File: config.mk
export PLATFORM = sky130hd
export DESIGN_NAME = lsq_mem_arb
export DESIGN_NICKNAME = d
export VERILOG_FILES = /design/src/rtl/lsq_state_pkg.sv /design/src/rtl/lsq_bus_pkg.sv /design/src/rtl/lsq_mem_arb.sv
export VERILOG_INCLUDE_DIRS = /design/src /design/src/include
export SDC_FILE = /design/constraint.sdc
export NUM_CORES = 1
export LEC_CHECK = 0
export ABC_AREA = 1
export BUFFER_PORTS_ARGS = -buffer_cell sky130_fd_sc_hd__buf_2
export CORE_AREA = 2 2 220 222
export DETAILED_ROUTE_END_ITERATION = 10
export DIE_AREA = 0 0 222 224
export PLACE_DENSITY = 0.49
export SLEW_MARGIN = 20
export SYNTH_ARGS = -nofsm -noshare
export SYNTH_HDL_FRONTEND = slang
export SYNTH_SLANG_ARGS = --single-unit
export TNS_END_PERCENT = 1
File: constraint.sdc
create_clock -name vclk -period 9.63
set_input_delay 2.4075 -clock vclk [all_inputs]
set_output_delay 2.4075 -clock vclk [all_outputs]
set_load 0.03 [all_outputs]
File: src/include/lsq_macros.svh
// Load-store queue sizing constants for entries, address, data and ROB index
`ifndef LSQ_MACROS_SVH
`define LSQ_MACROS_SVH

// Queue depth and the pointer width that indexes it
`define LSQ_ENTRY_NUM   8
`define LSQ_IDX_W       3

// Memory address and data widths
`define LSQ_ADDR_W      16
`define LSQ_DATA_W      32

// ROB index carried by every entry
`define LSQ_ROB_IDX_W   5

`endif
File: src/rtl/lsq_state_pkg.sv
// Load-store queue entry types: state, memory command, access size and entry record
`include "lsq_macros.svh"

package lsq_state_pkg;

    // ========================================
    // Per-entry FSM states
    // ========================================
    typedef enum logic [2:0] {
        IDLE       = 3'd0,
        ADDR       = 3'd1,
        DEPEND     = 3'd2,
        RD_MEM     = 3'd3,
        LOAD_CP    = 3'd4,
        ROB_RETIRE = 3'd5,
        WR_MEM     = 3'd6,
        RETIRE     = 3'd7
    } lsq_state_e;

    // Memory command, NONE marks an empty entry
    typedef enum logic [1:0] {
        NONE  = 2'd0,
        LOAD  = 2'd1,
        STORE = 2'd2
    } mem_cmd_e;

    // Access size
    typedef enum logic [1:0] {
        BYTE = 2'd0,
        HALF = 2'd1,
        WORD = 2'd2
    } mem_size_e;

    // ========================================
    // One queue entry, 62 bits
    // ========================================
    typedef struct packed {
        lsq_state_e               state;
        mem_cmd_e                 cmd;
        logic [`LSQ_ROB_IDX_W-1:0] rob_idx;
        mem_size_e                size;
        logic [`LSQ_ADDR_W-1:0]    addr;
        logic                     addr_valid;
        logic [`LSQ_DATA_W-1:0]    data;
        logic                     data_valid;
    } lsq_entry_t;

endpackage

File: src/rtl/lsq_bus_pkg.sv
// Load-store queue bus packets for the memory request and the result broadcast
`include "lsq_macros.svh"

package lsq_bus_pkg;

    import lsq_state_pkg::*;

    // Memory request from the selected entry, 53 bits
    typedef struct packed {
        logic                   valid;
        mem_cmd_e               cmd;
        mem_size_e              size;
        logic [`LSQ_ADDR_W-1:0] addr;
        // Only meaningful for stores
        logic [`LSQ_DATA_W-1:0] data;
    } mem_req_t;

    // Load result on the broadcast port, 38 bits
    typedef struct packed {
        logic                      valid;
        logic [`LSQ_ROB_IDX_W-1:0] rob_idx;
        logic [`LSQ_DATA_W-1:0]    data;
    } cdb_pkt_t;

endpackage

File: src/rtl/lsq_mem_arb.sv
// Oldest-first memory port arbiter with acknowledge routing back to the winner
`timescale 1ns/1ps
`include "lsq_macros.svh"

module lsq_mem_arb
    import lsq_state_pkg::*;
    import lsq_bus_pkg::*;
(
    input  logic [`LSQ_IDX_W-1:0]           head_i,
    input  lsq_entry_t [`LSQ_ENTRY_NUM-1:0] entries_i,
    input  logic                            mem_ack_i,
    output mem_req_t                        mem_req_o,
    output logic [`LSQ_ENTRY_NUM-1:0]       mem_done_o
);

    logic [`LSQ_IDX_W-1:0] scan_idx;
    logic [`LSQ_IDX_W-1:0] sel;
    logic                  found;

    always_comb begin
        mem_req_o  = '0;
        mem_done_o = '0;
        found      = 1'b0;
        sel        = head_i;
        scan_idx   = head_i;
        // First requester in age order wins
        for (int k = 0; k < `LSQ_ENTRY_NUM; k++) begin
            scan_idx = head_i + `LSQ_IDX_W'(k);
            if (!found && (entries_i[scan_idx].state == RD_MEM ||
                           entries_i[scan_idx].state == WR_MEM)) begin
                found = 1'b1;
                sel   = scan_idx;
            end
        end
        if (found) begin
            mem_req_o.valid = 1'b1;
            mem_req_o.cmd   = entries_i[sel].cmd;
            mem_req_o.size  = entries_i[sel].size;
            mem_req_o.addr  = entries_i[sel].addr;
            // Reads carry no write data
            mem_req_o.data  = (entries_i[sel].state == WR_MEM) ? entries_i[sel].data : '0;
            mem_done_o[sel] = mem_ack_i;
        end
    end

endmodule

==> results.cfg <==
[status]
status = completed

[logic_synthesis]
synthSimpleGateAreaFrac_pct = 73.7
netlist_instances = 1536
synth_fa_ha_area_share_pct = 0.365
yosysSeqAreaShare_pct = 0
syn_nets = 2038
netlist_area_um2 = 6860
synthTopCellsByArea = nand2_1 (41%), nand3b_1 (14%), inv_1 (10%)
synthTopCellsByCount = nand2_1 (741), inv_1 (190), nor2_1 (152)
yosysMostFrequentCell = nand2_1
yosys.area_share.xor_xnor_pct = 0.748
yosysTopAreaCell = nand2_1
synth_warnings = 0
synth_cell_types = 29
synth_top_family_by_area = simple AND/OR/NAND/NOR gates
synthMuxAreaShare_pct = 0
avgSynthCellArea_um2 = 4.47
synth.top_cell.area_share_pct = 40.5
synth_compound_area_share_pct = 6.35

[clocking]
post-cts-setup-buffers = 0
hold_buffers = 0
cts-resized-gates = 0

[final_layout]
fin_area_um2 = 10100
area_growth_pct = 47.0
fin_nets = 2486
register_area_um2 = 0
drive_above_1_share_pct = 29.4
multi_input_area_um2 = 5600
n_fill_cell = 5829
seq_cells = 0
n_clock_buffer = 0
diodes = 0

[timing]
max_freq_mhz = 114
finalMaxSlewViolations = 0
post-route-period-util_pct = 90.7
period_needed_ns = 8.74
slew_headroom_pct = 64.0
worstMarginPinSlew_ns = 0.534
setup_viol = 0
rsz0062_at_grt = no
tns_ns = 0
hold_violations = 0
hold_ws_ns = 5.30

[worst_hold_path]
holdPathStages = 4
worst_hold_path.endpoint = mem_done_o[6]
hp-start = mem_ack_i
hold_class = input port to output pin

[worst_setup_path]
worstSetupEndpointType = output pin
critPathKind = input port to output pin
crit_buf_inv = 7
cp_top_family = simple AND/OR/NAND/NOR gates
cpMaxStageDelayCell = ha_1
required_ns = 7.22
crit_fanout = 21
critPathMostFrequentCell = inv_2
crit_path_cell_trace = buf_2 > inv_2 > ha_1 > inv_2 > nand2_1 > nand3_1 > nand3_1 > nand2_1 > inv_2 > nand4_4 > nor2_8 > nand3_4 > nand2_4 > nand2_8 > inv_2 > buf_4 > nor2_1 > o21ai_1 > nand3_1 > nor2_1 > buf_2
critPathArrivalTime_ns = 6.33
start_kind = input port
cpPeakStageDelay_ns = 0.63

[grt]
grt_util_all_layers_pct = 14.1
grt_overflow_total = 0
grt_max_degree = 80
grt_pass1_vias = 10300
antenna_found_initial = 3
grt_pass1_wl_um = 55900

[pwr]
total_leakage_power_uw = 0.00654
p_total_uw = 1730
vdd_drop_max_v = 0.000102
p_per_area_nw_per_um2 = 171

[route]
vias_per_cell = 4.04
drt-pass1-iter-count = 5
wl_um = 37000
wire_per_inst_um = 14.2
first_iter_violations = 454
vias = 10500
detail-route-antenna-nets = 0
drc = 0

[placement]
gp_congestion = 0.846
dpl_cell_area_um2 = 10100
port_buffers = 505
dp.final_hpwl_um = 30000

[floorplan]
die_x_um = 222
initial_core_util_pct = 14.5
coreArea_um2 = 47300
std_cell_rows = 80
die_area_um2 = 49700
die_h_um = 224
io_pins = 561

[flow_run]
cap_violations = 0
-- report_power, final --
part | internal [uW] | leakage [uW] | switching, uW
logic | 524 | 0.00654 | 1200
clock network | 0 | 0 | 0
registers | 0 | 0 | 0
-- layout make-up --
cell class / instances / area share, %
repair buffers: 545 / 29.3
well taps: 615 / 7.63
multi-input cells: 1235 / 55.6
inverters: 202 / 7.52
-- metrics by stage --
stage / instances / util, % / worst slack, ns
2_1_floorplan: 1536 / - / 1.77
3_3_place_gp: 2597 / 21.3 / 0.848
3_5_place_dp: 2597 / 21.3 / 0.868
4_1_cts: 2597 / 21.3 / 0.857
5_1_grt: 2597 / 21.3 / 0.467
6_report: 2597 / 21.3 / 0.895
-- cell families (layout without fill, tap and decap cells) --
kind of cell,Yosys count,in the layout
XOR/XNOR,5,5
AO/OA/AOI/OAI,85,85
adder cells (fa/ha/maj),2,2
buffers and inverters,301,747
AND/OR/NAND/NOR,1143,1143
-- cells in the final DEF, fill, tap and decap left out, types with 8 or more instances in the layout --
cell	Yosys	routed
buf_2	53	505
nand3_1	82	82
nand2_1	741	740
buf_4	13	30
o21ai_0	50	50
nand3b_1	131	131
inv_1	190	190
buf_12	0	10
nor2_1	152	150
nand4_1	8	8
or2_1	9	9
inv_2	12	12
o21ai_1	31	31
-- worst max path at each step --
stage / startpoint / end / slack, ns / depth (start not counted)
after global routing: head_i[1] / mem_req_o[34] / 0.47 / 21
final: head_i[1] / mem_req_o[34] / 0.89 / 21
after CTS: head_i[1] / mem_req_o[34] / 0.86 / 21
after floorplan: head_i[1] / mem_req_o[12] / 1.77 / 24
after detailed placement: head_i[1] / mem_req_o[34] / 0.87 / 21
after global placement: head_i[1] / mem_req_o[34] / 0.85 / 21
-- per-layer routing --
layer  up-vias  part of all wire (%)  wire (um)  global-route usage [%]
met5         -                 0.054         20                       0
met4         4                   2.6        969                    3.12
met3        38                   5.7       2120                    1.81
met2       401                    49      18000                    26.4
met1      4515                    43      15900                    17.0
li1       5527                     -          -                       -
Power figures use the tool's default switching activity.
