[config.mk]
export PLATFORM = sky130hd
export DESIGN_NAME = lsq_ptr_ctrl_flat
export DESIGN_NICKNAME = d
export VERILOG_FILES = /design/src/rtl/lsq_state_pkg.sv /design/src/rtl/lsq_ptr_if.sv /design/src/rtl/lsq_ptr_ctrl.sv /design/src/flat_wrapper.sv
export VERILOG_INCLUDE_DIRS = /design/src /design/src/include
export SDC_FILE = /design/constraint.sdc
export NUM_CORES = 1
export LEC_CHECK = 0
export BUFFER_PORTS_ARGS = -buffer_cell sky130_fd_sc_hd__buf_2
export CORE_AREA = 10 10 197 199
export DETAILED_ROUTE_END_ITERATION = 8
export DIE_AREA = 0 0 207 209
export GPL_ROUTABILITY_DRIVEN = 0
export PLACE_DENSITY = 0.3
export SLEW_MARGIN = 25
export SYNTH_ARGS = -nofsm -noshare
export SYNTH_HDL_FRONTEND = slang
export SYNTH_SLANG_ARGS = --single-unit
[constraint.sdc]
create_clock -name clk_i -period 3.1 [get_ports clk_i]
set_input_delay 0.62 -clock clk_i [delete_from_list [all_inputs] [get_ports clk_i]]
set_output_delay 0.62 -clock clk_i [all_outputs]
set_load 0.005 [all_outputs]
[src/include/lsq_macros.svh]
// Load-store queue sizing constants for entries, address, data and ROB index
`ifndef LSQ_MACROS_SVH
`define LSQ_MACROS_SVH

// Queue depth and the pointer width that indexes it
`define LSQ_ENTRY_NUM   8
`define LSQ_IDX_W       3

// Memory address and data widths
`define LSQ_ADDR_W      16
`define LSQ_DATA_W      32

// ROB index carried by every entry
`define LSQ_ROB_IDX_W   5

`endif
[src/rtl/lsq_state_pkg.sv]
// Load-store queue entry types: state, memory command, access size and entry record
`include "lsq_macros.svh"

package lsq_state_pkg;

    // ========================================
    // Per-entry FSM states
    // ========================================
    typedef enum logic [2:0] {
        IDLE       = 3'd0,
        ADDR       = 3'd1,
        DEPEND     = 3'd2,
        RD_MEM     = 3'd3,
        LOAD_CP    = 3'd4,
        ROB_RETIRE = 3'd5,
        WR_MEM     = 3'd6,
        RETIRE     = 3'd7
    } lsq_state_e;

    // Memory command, NONE marks an empty entry
    typedef enum logic [1:0] {
        NONE  = 2'd0,
        LOAD  = 2'd1,
        STORE = 2'd2
    } mem_cmd_e;

    // Access size
    typedef enum logic [1:0] {
        BYTE = 2'd0,
        HALF = 2'd1,
        WORD = 2'd2
    } mem_size_e;

    // ========================================
    // One queue entry, 62 bits
    // ========================================
    typedef struct packed {
        lsq_state_e               state;
        mem_cmd_e                 cmd;
        logic [`LSQ_ROB_IDX_W-1:0] rob_idx;
        mem_size_e                size;
        logic [`LSQ_ADDR_W-1:0]    addr;
        logic                     addr_valid;
        logic [`LSQ_DATA_W-1:0]    data;
        logic                     data_valid;
    } lsq_entry_t;

endpackage

[src/rtl/lsq_ptr_if.sv]
// Queue pointer bundle between pointer control and the entry controllers
`timescale 1ns/1ps
`include "lsq_macros.svh"

interface lsq_ptr_if;

    // Oldest entry and next entry to allocate
    logic [`LSQ_IDX_W-1:0]     head;
    logic [`LSQ_IDX_W-1:0]     tail;
    // One-cycle strobes, one bit per entry
    logic [`LSQ_ENTRY_NUM-1:0] alloc;
    logic [`LSQ_ENTRY_NUM-1:0] free;
    // Flush of the whole queue
    logic                      rollback;

    // Pointer control owns the pointers and strobes
    modport ctrl (
        output head, tail, alloc, free,
        input  rollback
    );

    // Entries only observe
    modport entry (
        input head, tail, alloc, free, rollback
    );

endinterface

[src/rtl/lsq_ptr_ctrl.sv]
// Head and tail pointer control with occupancy count and allocate/free strobes
`timescale 1ns/1ps
`include "lsq_macros.svh"

module lsq_ptr_ctrl
    import lsq_state_pkg::*;
(
    input  logic                            clk_i,
    input  logic                            rst_i,
    input  logic                            dispatch_valid_i,
    input  lsq_entry_t [`LSQ_ENTRY_NUM-1:0] entries_i,
    lsq_ptr_if.ctrl                         ptr,
    output logic                            full_o
);

    // One extra bit so a full queue is distinct from an empty one
    logic [`LSQ_IDX_W:0] count_q;
    logic                do_alloc;
    logic                do_free;

    assign full_o   = (count_q == `LSQ_ENTRY_NUM);
    // Dispatch ignored while full
    assign do_alloc = dispatch_valid_i && !full_o;
    // Only the head may leave, in order
    assign do_free  = (entries_i[ptr.head].state == RETIRE);

    // One-hot strobes at tail and head
    always_comb begin
        ptr.alloc           = '0;
        ptr.free            = '0;
        ptr.alloc[ptr.tail] = do_alloc;
        ptr.free[ptr.head]  = do_free;
    end

    // ========================================
    // Pointer and count registers
    // ========================================
    always_ff @(posedge clk_i) begin
        if (rst_i || ptr.rollback) begin
            ptr.head <= '0;
            ptr.tail <= '0;
            count_q  <= '0;
        end else begin
            ptr.head <= ptr.head + `LSQ_IDX_W'(do_free);
            ptr.tail <= ptr.tail + `LSQ_IDX_W'(do_alloc);
            // Alloc and free in one cycle leave the count as is
            count_q  <= count_q + (`LSQ_IDX_W+1)'(do_alloc) - (`LSQ_IDX_W+1)'(do_free);
        end
    end

endmodule

[src/flat_wrapper.sv]
// flat-port wrapper written by rule: the top's interface ports become plain ports
module lsq_ptr_ctrl_flat import lsq_state_pkg::*;
  (clk_i, rst_i, dispatch_valid_i, entries_i, full_o, ptr_head, ptr_tail, ptr_alloc, ptr_free, ptr_rollback);
  lsq_ptr_if ptr_i ();
  input  logic clk_i;
  input  logic rst_i;
  input  logic dispatch_valid_i;
  input  lsq_entry_t [`LSQ_ENTRY_NUM-1:0] entries_i;
  output logic full_o;
  output wire logic [$bits(ptr_i.head)-1:0] ptr_head;
  output wire logic [$bits(ptr_i.tail)-1:0] ptr_tail;
  output wire logic [$bits(ptr_i.alloc)-1:0] ptr_alloc;
  output wire logic [$bits(ptr_i.free)-1:0] ptr_free;
  input wire logic [$bits(ptr_i.rollback)-1:0] ptr_rollback;
  assign ptr_head = ptr_i.head;
  assign ptr_tail = ptr_i.tail;
  assign ptr_alloc = ptr_i.alloc;
  assign ptr_free = ptr_i.free;
  assign ptr_i.rollback = ptr_rollback;
  lsq_ptr_ctrl u_core (.clk_i(clk_i), .rst_i(rst_i), .dispatch_valid_i(dispatch_valid_i), .entries_i(entries_i), .ptr(ptr_i), .full_o(full_o));
endmodule
==> impl_metrics.ini, run 1 <==
[final_layout]
drive_above_1_share_pct = 40.3
final_util_pct = 5.10
post-route-cell-area_sq_um = 1790
fin_nets = 670
area_growth_pct = 107

[global_route]
grt_pass1_vias = 967
grt_use_total_pct = 2.33
grt_max_degree = 15
grt-ovfl-total = 0
grt_antenna_before_repair = 5
grt_first_pass_wirelength_microns = 7080

[floorplanning]
die_h_microns = 209
die_area_sq_um = 43300
ioPinCount = 523
start_util_pct = 2.46
rows = 69
core_area_sq_um = 35100
die_w_microns = 207

[timing]
clock_skew_ns = 0.000490
tightestPinTransition_ns = 0.420
rsz0062_at_grt = false
fmax_mhz = 367
min_period_over_period_pct = 87.9
slew_viol_final = 0
setup_tns_ns = 0
hold_violations = 0
max_slew_margin_pct = 71.9
min_period_ns = 2.72
setup_viol = 0

[critical_path]
cp.arrival_ns = 2.85
cp_common_cell = ha_1
path_cells = or3b_1 -> a21boi_2 -> a211oi_2 -> nor4_2 -> ha_1 -> inv_1 -> ha_1 -> a21o_1 -> a21oi_1 -> xor2_1 -> nor3_1
cp-end-kind = register
start_kind = register
worst_path_max_delay_cell = or3b_1
path_max_fanout = 14
slowest_delay_ns = 0.43
path_class = register to register
worst_ep_required_time_ns = 3.22

[place]
port_buffers = 50
placed_cell_area_sq_um = 1690
hpwl_microns = 4700

[outcome]
outcome = finished, final reports clean

[synthesis]
synth.top_cell.area_share_pct = 23.2
synth_top_area_cell = dfxtp_1
seq_area_frac_synth_pct = 23.2
synthFlopType = dfxtp_1
synthesis.nets = 615
synth.most_common_cell = nor2_1
ys_warn_count = 0
synth_cell_types = 36
synthTopCellsByArea = dfxtp_1, ha_1, nor3_1
synth_edf_count = 0
async_flop_share_pct = 0
syn_avg_cell_area_sq_um = 8.21
synth.cell_area_sq_um = 862
syn_inst = 105
synth_seq_cells = 10
synthTopCellsByCount = nor2_1, dfxtp_1, ha_1, nand2_1, nor3_1

[power]
power_uw = 482
powerDensity_nw_per_um2 = 270
ir_worst_vdd_uv = 155
p_leak_nw = 0.617

[drt]
vias = 936
ant_nets = 0
routed_wl_microns = 5110
drt_iter0_markers = 33
drt_first_pass_iters = 4
route.detailed.drc = 0
wl_per_cell_microns = 8.23
viasPerCell = 1.51

[worst_hold_path]
hp-class = input port to register

[clocking]
cts_tree = done
clock-sinks = 10
cts_setup_buffers = 0
cts_root_buf = clkbuf_16
cts.path.max_buffers = 2
insertion_delay_ns = 0.24
htree_levels = 1
ctsHoldBuffers = 0
cts_made_buffers = 3
clkTransAtPathRegs_ns = 0.04

[run]
cap_violations = 0
## what timing repair did
item	CTS	global route
hold endpoints to repair	0	0
resized for setup	0	1
setup endpoints to repair	0	2
## area by class of cell
class / instances / area (sq um)
inverters: 6 / 22.5
repair buffers: 54 / 280
well taps: 461 / 577
fillers: 4212 / 33300
multi-input cells: 85 / 614
flip-flops and latches: 10 / 201
clock buffers: 4 / 88.8
diodes: 1 / 2.50
## logic make-up (layout without fill, tap and decap cells)
group | Yosys count | after routing | share of synthesized area (%)
flip-flops | 10 | 10 | 23.2
adder cells (fa/ha/maj) | 10 | 10 | 15.4
other | 0 | 1 | 0
multiplexers | 2 | 2 | 2.32
buffers and inverters | 10 | 64 | 5.51
AO/OA/AOI/OAI | 16 | 16 | 16.1
AND/OR/NAND/NOR | 53 | 53 | 33.4
XOR/XNOR | 4 | 4 | 4.06
## power breakdown
group	switching, mW	internal, mW	total (mW)
registers	0.00511	0.135	0.140
logic	0.0448	0.0409	0.0857
clock network	0.0616	0.194	0.256
## path summary, 6_finish.rpt
kind | cells past startpoint | startpoint | endpoint | slack, ns
setup / recovery | 11 | u_core.ptr.head[0] | u_core.count_q[3] | 0.38
hold / removal | 2 | rst_i | u_core.ptr.tail[2] | 0.64
setup reg to reg | 11 | u_core.ptr.head[0] | u_core.count_q[3] | 0.38
hold reg to reg | 2 | u_core.ptr.tail[2] | u_core.ptr.tail[2] | 0.64
## registers in the layout (all words and copies together), names as in the netlist
| name | flops |
|---|---|
| u_core.count_q | 4 |
| u_core.ptr.head | 3 |
| u_core.ptr.tail | 3 |
## routing by layer
layer | vias up | share of wire [%] | track usage (%)
li1 | 479 | - | -
met3 | 8 | 12 | 1.79
met4 | 8 | 0.20 | 0.151
met1 | 416 | 37 | 2.28
met2 | 25 | 50 | 4.01
met5 | - | 0.94 | 0
## placed cells by master (no fill, tap or decap), types with 2 or more instances in the layout
cell and n:
o21ai_0 2, clkbuf_16 3, nand2_1 9, dfxtp_1 9, inv_1 6, nor3_1 9, buf_4 4, o211ai_1 2
mux2i_1 2, nor3b_1 2, buf_2 50, and2_1 7, ha_1 9, a21oi_1 2, nor2b_1 2, nand2b_1 5
nor2_1 11, xnor2_1 3, nor4_2 2, nand3_1 2
## per-stage QoR
step / instances / worst slack (ns) / hold WS, ns
CTS: 620 / 0.135 / 0.637
global route: 620 / 0.110 / 0.659
global placement: 616 / 0.104 / 0.643
detailed placement: 616 / 0.131 / 0.652
floorplan: 105 / 0.452 / 0.589
finish: 621 / 0.376 / 0.636
## worst max-delay path, delay by kind of cell, from the launching register on
family          cells  cell delay, ns
xor+xnor            1            0.18
flops               1            0.41
simple gates        3            0.87
compound gates      4            0.60
buf+inv             1            0.06
fa+ha+maj           2            0.48
No activity file was read; power rests on OpenSTA's default activity.
==> run 2, diff against run 1 <==
CORE_AREA = 10 10 194 196   (was 10 10 197 199)
DIE_AREA = 0 0 204 206   (was 0 0 207 209)
clock period = 3.5 ns   (was 3.1 ns; I/O delays follow)
==> run 2 against run 1 <==
Global-route usage is essentially flat. Clock power shrank 12%. Worst hold slack lost 0.0030 ns. Setup slack gained 0.067 ns. Wire length shrank 2.0%. Final area grew 1.8%. Cell count shrank 0.48%. Count of clock-buffer cells in the layout is the same. Clock skew grew 0.0021 ns. Register-to-register slack gained 0.07 ns. Utilization grew 0.26 points. Sequential power shrank 12%.
==> impl_metrics.ini, run 2 (same netlist as run 1, synthesis figures left out) <==
[drt]
vias = 944
route.detailed.drc = 0
routed_wl_microns = 5010
drt_first_pass_iters = 3
ant_nets = 0
wl_per_cell_microns = 8.10
viasPerCell = 1.53
drt_iter0_markers = 17

[place]
dp.cells = 614
hpwl_microns = 4570
port_buffers = 50

[floorplanning]
start_util_pct = 2.54
die_area_sq_um = 42000
die_h_microns = 206
ioPinCount = 523
die_w_microns = 204
rows = 68
core_area_sq_um = 33900

[clocking]
cts_setup_buffers = 0
clkTransAtPathRegs_ns = 0.04
cts.path.max_buffers = 2
cts_tree = done
insertion_delay_ns = 0.24
cts_root_buf = clkbuf_16
htree_levels = 1
ctsHoldBuffers = 0
post_cts_resized = 0
cts_made_buffers = 3
clock-sinks = 10

[final_layout]
layout.area.seq_sq_um = 200
final_cell_mix = buf_2, nor2_1, dfxtp_1
fin_nets = 674
final_common_cell = buf_2
top_register = u_core.count_q
drive_above_1_share_pct = 41.1
largest_reg_flops = 4
antenna_cells = 0
area_growth_pct = 111
multiInputGateArea_sq_um = 614
final_cell_count_no_fill = 618
final_util_pct = 5.36
fillers = 4028
largestRegisters = u_core.count_q (4), u_core.ptr.head (3), u_core.ptr.tail (3)

[outcome]
outcome = finished, final reports clean

[critical_path]
path_max_fanout = 2
start_kind = input port
worst_ep_required_time_ns = 3.62
cp.arrival_ns = 3.18
worst_path_max_delay_cell = nor4_2
cp-end-kind = register
path_cells = buf_2 -> or3b_1 -> a21boi_2 -> a211oi_2 -> nor4_2 -> ha_1 -> inv_1 -> ha_1 -> a21o_1 -> a21oi_1 -> xor2_1 -> nor3_1
cp_common_cell = ha_1
slowest_delay_ns = 0.55
path_class = input port to register

[power]
p_leak_nw = 0.639
powerDensity_nw_per_um2 = 237
ir_worst_vdd_uv = 201

[timing]
fmax_mhz = 327
clock_skew_ns = 0.00254
min_period_ns = 3.06
tightestPinTransition_ns = 0.549
min_period_over_period_pct = 87.3
rsz0062_at_grt = false
max_slew_margin_pct = 63.1
setup_viol = 0
setup_tns_ns = 0
slew_viol_final = 0
hold_violations = 0

[worst_hold_path]
hp-class = register to register

[global_route]
grt_antenna_before_repair = 5
grt_first_pass_wirelength_microns = 7000
grt_max_degree = 18
grt_pass1_vias = 1050
grt-ovfl-total = 0
grt_use_total_pct = 2.34

[run]
cap_violations = 0
-- run 2: final cells by class --
type | count | share of cell area (%)
Sequential cell | 10 | 11.0
Timing Repair Buffer | 58 | 17.8
Multi-Input combinational cell | 85 | 33.8
Clock buffer | 4 | 4.89
Tap cell | 455 | 31.3
Inverter | 6 | 1.24
-- run 2: stage by stage --
step           power, mW  setup WS (ns)  cell area, sq um  hold slack (ns)
2_1_floorplan      0.166          0.772               862            0.589
3_3_place_gp       0.210         0.0831              1730            0.618
3_5_place_dp       0.210         0.0832              1730            0.617
4_1_cts            0.445          0.309              1820            0.635
5_1_grt            0.461          0.143              1820            0.692
6_report           0.430          0.443              1820            0.633
-- run 2: path summary, 6_finish.rpt --
| path | from | end | slack, ns | cells after the start |
|---|---|---|---|---|
| max | entries_i[184] | u_core.count_q[3] | 0.44 | 12 |
| min | u_core.ptr.tail[0] | u_core.ptr.tail[0] | 0.63 | 2 |
| max reg2reg | u_core.ptr.head[0] | u_core.count_q[3] | 0.45 | 12 |
| min reg2reg | u_core.ptr.tail[0] | u_core.ptr.tail[0] | 0.63 | 2 |
-- run 2: worst max-delay path, delay by kind of cell --
kind	cells	cell delay (ns)
xor+xnor	1	0.17
compound gates	4	0.72
fa+ha+maj	2	0.51
buf+inv	2	0.12
simple gates	3	0.95
-- run 2: routing by layer --
layer	share of wire (%)	GRT usage [%]
met1	40	2.51
met2	50	4.21
met3	8.1	1.03
met5	0.52	0
met4	1.2	0.397
-- run 2: power by group --
group	internal [mW]	switching (mW)	total, mW	leakage (nW)
logic	0.0392	0.0419	0.0811	0.514
clock network	0.172	0.0542	0.226	0.0442
registers	0.120	0.00324	0.123	0.0812
